$ cat config.mk
export PLATFORM = sky130hd
export DESIGN_NAME = dsp_slice_top
export DESIGN_NICKNAME = d
export VERILOG_FILES = /design/src/source/dsp_width_pkg.sv /design/src/source/dsp_cfg_pkg.sv /design/src/source/product_path.sv /design/src/source/addend_path.sv /design/src/source/post_adder.sv /design/src/source/dsp_slice_top.sv
export SDC_FILE = /design/constraint.sdc
export NUM_CORES = 2
export LEC_CHECK = 0
export ABC_AREA = 1
export BUFFER_PORTS_ARGS = -buffer_cell sky130_fd_sc_hd__buf_2
export CAP_MARGIN = 0
export CORE_ASPECT_RATIO = 0.5
export CORE_UTILIZATION = 31
export CTS_CLUSTER_SIZE = 10
export DETAILED_ROUTE_END_ITERATION = 10
export HOLD_SLACK_MARGIN = 0.12
export PLACE_DENSITY_LB_ADDON = 0.05
export SETUP_SLACK_MARGIN = 0.3
export SLEW_MARGIN = 20
export SYNTH_ARGS = -nofsm -noshare
export SYNTH_HDL_FRONTEND = slang
export SYNTH_SLANG_ARGS = --single-unit
$ cat constraint.sdc
create_clock -name clk_i -period 13.77 [get_ports clk_i]
set_input_delay 1.377 -clock clk_i [delete_from_list [all_inputs] [get_ports clk_i]]
set_output_delay 1.377 -clock clk_i [all_outputs]
set_load 0.005 [all_outputs]
$ cat src/source/dsp_width_pkg.sv
package dsp_width_pkg;

    ////////////////////////////////////////////////////////////////////////////
    // Sample widths
    ////////////////////////////////////////////////////////////////////////////

    // A and D samples, signed
    localparam int A_W = 26;

    // Preadder sum carries one extra bit so D + A never wraps
    localparam int PREADD_W = A_W + 1;

    // Coefficient, signed
    localparam int B_W = 18;

    ////////////////////////////////////////////////////////////////////////////
    // Datapath widths
    ////////////////////////////////////////////////////////////////////////////

    // Full signed product of the preadder sum and the coefficient
    localparam int PROD_W = PREADD_W + B_W;

    // Accumulator width, shared by C, PCIN and P
    localparam int P_W = 48;

    // Sign bits added when the product is widened to the accumulator
    localparam int PROD_EXT_W = P_W - PROD_W;

endpackage

$ cat src/source/dsp_cfg_pkg.sv
package dsp_cfg_pkg;

    import dsp_width_pkg::*;

    ////////////////////////////////////////////////////////////////////////////
    // ALU configuration
    ////////////////////////////////////////////////////////////////////////////

    // C is subtracted, done as ~C plus a carry of one
    localparam bit SUBTRACT_C = 1'b1;

    ////////////////////////////////////////////////////////////////////////////
    // Pattern detect
    ////////////////////////////////////////////////////////////////////////////

    // Value that the compared bits of P must equal
    localparam logic [P_W-1:0] PATTERN_VAL = '0;

    // A one marks a compared bit, only the low nibble here
    localparam logic [P_W-1:0] MASK_VAL = 48'h0000_0000_000F;

    ////////////////////////////////////////////////////////////////////////////
    // Pipeline depths, in clock edges from sampling to P
    ////////////////////////////////////////////////////////////////////////////

    // Input register, multiplier register, P register
    localparam int PIPE_AD = 3;

    // C register, P register
    localparam int PIPE_C = 2;

    // PCIN feeds the final adder directly
    localparam int PIPE_PCIN = 1;

endpackage

$ cat src/source/product_path.sv
`timescale 1ns/1ps

module product_path
    import dsp_width_pkg::*;
(
    input  logic                  clk_i,
    input  logic                  rst_n_i,
    input  logic signed [A_W-1:0] a_i,
    input  logic signed [A_W-1:0] d_i,
    input  logic [B_W-1:0]        b_i,
    input  logic                  load_i,
    input  logic                  update_i,
    output logic [P_W-1:0]        product_o
);

    logic signed [A_W-1:0]      a_q;
    logic signed [A_W-1:0]      d_q;
    logic [B_W-1:0]             b_stage_q;
    logic [B_W-1:0]             b_active_q;
    logic signed [PREADD_W-1:0] preadd;
    logic signed [PROD_W-1:0]   mult;
    logic [P_W-1:0]             product_q;

    ////////////////////////////////////////////////////////////////////////////
    // Input registers
    ////////////////////////////////////////////////////////////////////////////

    always_ff @(posedge clk_i) begin
        if (!rst_n_i) begin
            a_q <= '0;
            d_q <= '0;
        end else begin
            a_q <= a_i;
            d_q <= d_i;
        end
    end

    ////////////////////////////////////////////////////////////////////////////
    // Two-stage coefficient store
    ////////////////////////////////////////////////////////////////////////////

    // Update moves the staged value held before this edge, so a
    // simultaneous load only reaches the active register next time
    always_ff @(posedge clk_i) begin
        if (!rst_n_i) begin
            b_stage_q  <= '0;
            b_active_q <= '0;
        end else begin
            if (load_i) begin
                b_stage_q <= b_i;
            end
            if (update_i) begin
                b_active_q <= b_stage_q;
            end
        end
    end

    ////////////////////////////////////////////////////////////////////////////
    // Preadder and multiplier
    ////////////////////////////////////////////////////////////////////////////

    // Sign-extend both samples by one bit to keep the carry
    assign preadd = {d_q[A_W-1], d_q} + {a_q[A_W-1], a_q};

    // 27 x 18 signed, the full product fits in PROD_W bits
    assign mult = preadd * $signed(b_active_q);

    // Multiplier register, widened to the accumulator
    always_ff @(posedge clk_i) begin
        if (!rst_n_i) begin
            product_q <= '0;
        end else begin
            product_q <= {{PROD_EXT_W{mult[PROD_W-1]}}, mult};
        end
    end

    assign product_o = product_q;

endmodule

$ cat src/source/addend_path.sv
`timescale 1ns/1ps

module addend_path
    import dsp_width_pkg::*;
    import dsp_cfg_pkg::*;
(
    input  logic           clk_i,
    input  logic           rst_n_i,
    input  logic [P_W-1:0] c_i,
    input  logic [P_W-1:0] pcin_i,
    output logic [P_W-1:0] addend_o,
    output logic           carry_o
);

    logic [P_W-1:0] c_q;
    logic [P_W-1:0] c_eff;

    ////////////////////////////////////////////////////////////////////////////
    // C register
    ////////////////////////////////////////////////////////////////////////////

    always_ff @(posedge clk_i) begin
        if (!rst_n_i) begin
            c_q <= '0;
        end else begin
            c_q <= c_i;
        end
    end

    ////////////////////////////////////////////////////////////////////////////
    // Addend
    ////////////////////////////////////////////////////////////////////////////

    // One's complement of C when subtracting
    assign c_eff = SUBTRACT_C ? ~c_q : c_q;

    // PCIN joins unregistered, it lands in P on the next edge
    assign addend_o = c_eff + pcin_i;

    // Plus one finishes the two's complement of C
    assign carry_o = SUBTRACT_C ? 1'b1 : 1'b0;

endmodule

$ cat src/source/post_adder.sv
`timescale 1ns/1ps

module post_adder
    import dsp_width_pkg::*;
    import dsp_cfg_pkg::*;
(
    input  logic           clk_i,
    input  logic           rst_n_i,
    input  logic [P_W-1:0] product_i,
    input  logic [P_W-1:0] addend_i,
    input  logic           carry_i,
    output logic [P_W-1:0] p_o,
    output logic           pattern_o
);

    logic [P_W-1:0] sum;
    logic           match;
    logic [P_W-1:0] p_q;
    logic           pattern_q;

    ////////////////////////////////////////////////////////////////////////////
    // Final adder
    ////////////////////////////////////////////////////////////////////////////

    // Wraps modulo 2^P_W like the hardware accumulator
    assign sum = product_i + addend_i + P_W'(carry_i);

    ////////////////////////////////////////////////////////////////////////////
    // Pattern detect
    ////////////////////////////////////////////////////////////////////////////

    // Compare on the sum itself so the flag lines up with P
    assign match = ((sum ^ PATTERN_VAL) & MASK_VAL) == '0;

    ////////////////////////////////////////////////////////////////////////////
    // P register
    ////////////////////////////////////////////////////////////////////////////

    always_ff @(posedge clk_i) begin
        if (!rst_n_i) begin
            p_q       <= '0;
            pattern_q <= 1'b0;
        end else begin
            p_q       <= sum;
            pattern_q <= match;
        end
    end

    assign p_o       = p_q;
    assign pattern_o = pattern_q;

endmodule

$ cat src/source/dsp_slice_top.sv
`timescale 1ns/1ps

module dsp_slice_top
    import dsp_width_pkg::*;
(
    input  logic                  clk_i,
    input  logic                  rst_n_i,
    // Preadder samples
    input  logic signed [A_W-1:0] a_i,
    input  logic signed [A_W-1:0] d_i,
    // Coefficient load
    input  logic [B_W-1:0]        b_i,
    input  logic                  load_i,
    input  logic                  update_i,
    // Accumulator operands
    input  logic [P_W-1:0]        c_i,
    input  logic [P_W-1:0]        pcin_i,
    // Result
    output logic [P_W-1:0]        p_o,
    output logic                  pattern_o
);

    logic [P_W-1:0] product;
    logic [P_W-1:0] addend;
    logic           carry;

    // (D + A) x B, two edges deep
    product_path u_product_path (
        .clk_i     (clk_i),
        .rst_n_i   (rst_n_i),
        .a_i       (a_i),
        .d_i       (d_i),
        .b_i       (b_i),
        .load_i    (load_i),
        .update_i  (update_i),
        .product_o (product)
    );

    // PCIN - C, one edge deep for C
    addend_path u_addend_path (
        .clk_i    (clk_i),
        .rst_n_i  (rst_n_i),
        .c_i      (c_i),
        .pcin_i   (pcin_i),
        .addend_o (addend),
        .carry_o  (carry)
    );

    post_adder u_post_adder (
        .clk_i     (clk_i),
        .rst_n_i   (rst_n_i),
        .product_i (product),
        .addend_i  (addend),
        .carry_i   (carry),
        .p_o       (p_o),
        .pattern_o (pattern_o)
    );

endmodule

==> results.py <==
metrics = {
    "clocking": {
        "cts.clk_slew.worst_paths_ns": 0.06,
        "hold_buffers": 0,
        "cts_buffers": 29,
        "cts_root_buf": "clkbuf_16",
        "cts_tree": "built",
        "htreeDepth": 1,
        "post-cts-setup-buffer-count": 0,
        "post_cts_resized": 0,
        "clockBufferDepth": 3,
        "worst_skew_pair.late_latency_ns": 0.64,
        "clock_sinks": 230,
    },
    "synth": {
        "netlist_area_um2": 31900,
        "ys_seq_area_share_pct": 14.4,
        "synth_flop_cell": "dfxtp_1",
        "yosys.cell_types.count": 47,
        "ys_warn_count": 0,
        "async_flop_share_pct": 0,
        "synth-edff-count": 0,
        "syn_area_per_cell_um2": 7.07,
        "ys_ff_latch": 230,
        "postSynthCellCount": 4508,
        "synth_fp_nets": 5384,
    },
    "sta": {
        "tightest_slew_ns": 1.10,
        "hold_violations": 0,
        "max_slew_margin_pct": 26.7,
        "post-route-period-util_pct": 60.6,
        "skew_ns": 0.0286,
        "setup_viol": 0,
        "period_needed_ns": 8.35,
        "holdWs_ns": 0.491,
        "setup_tns_ns": 0,
        "fmax_mhz": 120,
        "slew_viol_final": 0,
        "rsz0062_at_grt": "no",
    },
    "grt": {
        "antenna_found_initial": 3,
        "grt_first_pass_wirelength_mm": 177,
        "grt_pass1_vias": 29200,
        "gr-usage-all-layers_pct": 22.6,
        "grt_max_degree": 101,
        "overflow": 0,
    },
    "place": {
        "hpwlAfterDp_mm": 96.3,
        "placed_area_um2": 34500,
        "routabilityCongestion": 0.894,
        "port_buffers": 218,
        "dp_cells": 5997,
    },
    "drt": {
        "via_count": 27200,
        "via_per_inst": 4.50,
        "drt_iter0_drc": 1484,
        "avgRoutedWirePerCell_um": 19.1,
        "routed_wl_mm": 116,
        "ant_nets": 0,
        "drc": 0,
        "dr.pass1.iters": 5,
    },
    "die": {
        "coreArea_um2": 101000,
        "die_h_um": 229,
        "die_area_um2": 104000,
        "start_util_pct": 31.6,
        "fp.dieW_um": 456,
        "ioPinCount": 219,
        "rows": 82,
    },
    "cells_and_area": {
        "syn_to_final_growth_pct": 10.8,
        "final_common_cell": "inv_1",
        "final_cell_mix": "inv_1, nand2_1, fa_1",
        "fill_cells": 11100,
        "instances_no_fill": 6037,
        "fin_nets": 5560,
        "drive_gt1_share_pct": 7.80,
        "fin_area_um2": 35300,
    },
    "worst_hold_path": {
        "hold_path_class": "reg -> reg",
    },
    "critical_path": {
        "critical_path_arrival_ns": 8.86,
        "cp_slowest_stage_delay_ns": 0.61,
        "crit_path_start_kind": "flip-flop",
        "cp_max_fo": 11,
        "cp.required_ns": 14.29,
        "cpMostUsedCell": "nand2_1",
        "cp_slowest_cell": "fa_1",
        "crit_path_end_kind": "flip-flop",
        "crit_type": "reg -> reg",
    },
    "outcome": {
        "status": "finished, final reports clean",
    },
    "flow_run": {
        "drv_cap": 0,
    },
    "power": {
        "p_leak_nw": 20.0,
        "ir_worst_vdd_mv": 0.127,
        "powerDensity_nw_per_um2": 213,
    },
}
-- report_power, final --
part,internal [mW],switching [mW]
Sequential,0.817,0.0644
Combinational,1.91,4.02
Clock,0.416,0.321
Total,3.14,4.40
-- per-layer routing --
| layer | track usage [%] | part of all wire [%] | wire, µm | up-vias |
|---|---|---|---|---|
| li1 | - | - | - | 13300 |
| met1 | 31.3 | 48 | 55600 | 13200 |
| met2 | 37.0 | 45 | 51600 | 575 |
| met3 | 3.18 | 4.3 | 5030 | 132 |
| met4 | 5.83 | 2.9 | 3350 | 0 |
| met5 | 0 | 0 | 0 | - |
-- state kept, by name, indices dropped and copies added (netlist names) --
register,cells
u_post_adder.pattern_o,1
u_product_path.b_active_q,18
u_addend_path.c_q,48
u_product_path.a_q,26
u_product_path.b_stage_q,18
u_product_path.d_q,26
u_post_adder.p_o,48
u_product_path.product_o,45
-- cell usage after synthesis (2+ instances only) --
library cell  count  area, µm²
nand2b_1          2       12.5
a21o_1            9       67.6
nand2_4           2       22.5
nor2_2            5       31.3
and2_1            6       37.5
xor2_2            3       48.8
nand2_2          23        144
nor2_4            8       90.1
nor2_1          498       1870
buf_4             4       30.0
nand2_1        1193       4480
inv_1          1231       4620
fa_1            521      10400
or2_2             5       31.3
o21bai_1          9       67.6
nand4_1          15       93.8
clkbuf_1         80        300
buf_2             9       45.0
inv_2            16       60.1
a21oi_1         150        751
ha_1            185       2310
a21boi_0          2       15.0
nor3_1           10       50.1
clkinv_1          7       26.3
o21a_1           10       75.1
nand3_2           2       20.0
xor2_1           12        105
xnor2_1           6       52.6
o21ai_2           2       17.5
o21ai_0          75        375
nor3_2            2       20.0
nand3b_1          4       30.0
dfxtp_1         230       4600
nand3_1         159        796
-- logic make-up (layout without fill, tap and decap cells) --
logic type	Yosys count	after routing	share of synthesized area, %
DFF	230	230	14.4
buffers and inverters	1350	1534	16.0
adders and majority gates	706	706	40.0
other	0	1	0
AOI/OAI and AO/OA	261	261	4.44
xor gates and xnor gates	21	21	0.647
and+or+nand+nor	1940	1940	24.5
-- critical path, delay by kind of cell, from the launching register on --
kind / cells / cell delay [ns]
fa+ha+maj: 8 / 4.26
simple gates: 17 / 2.89
buf+inv: 6 / 0.76
flops: 1 / 0.30
-- path summary, 6_finish.rpt --
| check | to | from | slack, ns | cells after the start |
|---|---|---|---|---|
| setup / recovery | u_product_path.product_o[39] | u_product_path.a_q[22] | 5.42 | 31 |
| hold / removal | u_product_path.b_stage_q[1] | u_product_path.b_stage_q[1] | 0.49 | 2 |
| setup reg to reg | u_product_path.product_o[39] | u_product_path.a_q[22] | 5.42 | 31 |
| hold reg to reg | u_product_path.b_stage_q[1] | u_product_path.b_stage_q[1] | 0.49 | 2 |
-- cell type report --
class | count | area, µm² | share of cell area [%]
multi-input combinational | 2928 | 22200 | 62.8
sequential | 230 | 4610 | 13.0
clock buffer | 33 | 781 | 2.21
inverter | 1254 | 4710 | 13.3
antenna | 1 | 2.50 | 0.00708
tap | 1344 | 1680 | 4.76
timing repair buffer | 241 | 1270 | 3.59
clock inverter | 6 | 77.6 | 0.220
-- stage by stage --
step | power [mW] | setup slack, ns | utilization (%)
after floorplan | 4.73 | 7.19 | -
after global placement | 6.84 | 5.44 | 34.1
after detailed placement | 6.81 | 5.48 | 34.1
after CTS | 7.60 | 5.44 | 35.0
after global routing | 8.47 | 5.07 | 35.0
final | 7.54 | 5.42 | 35.0
(Power assumes the default switching activity.)
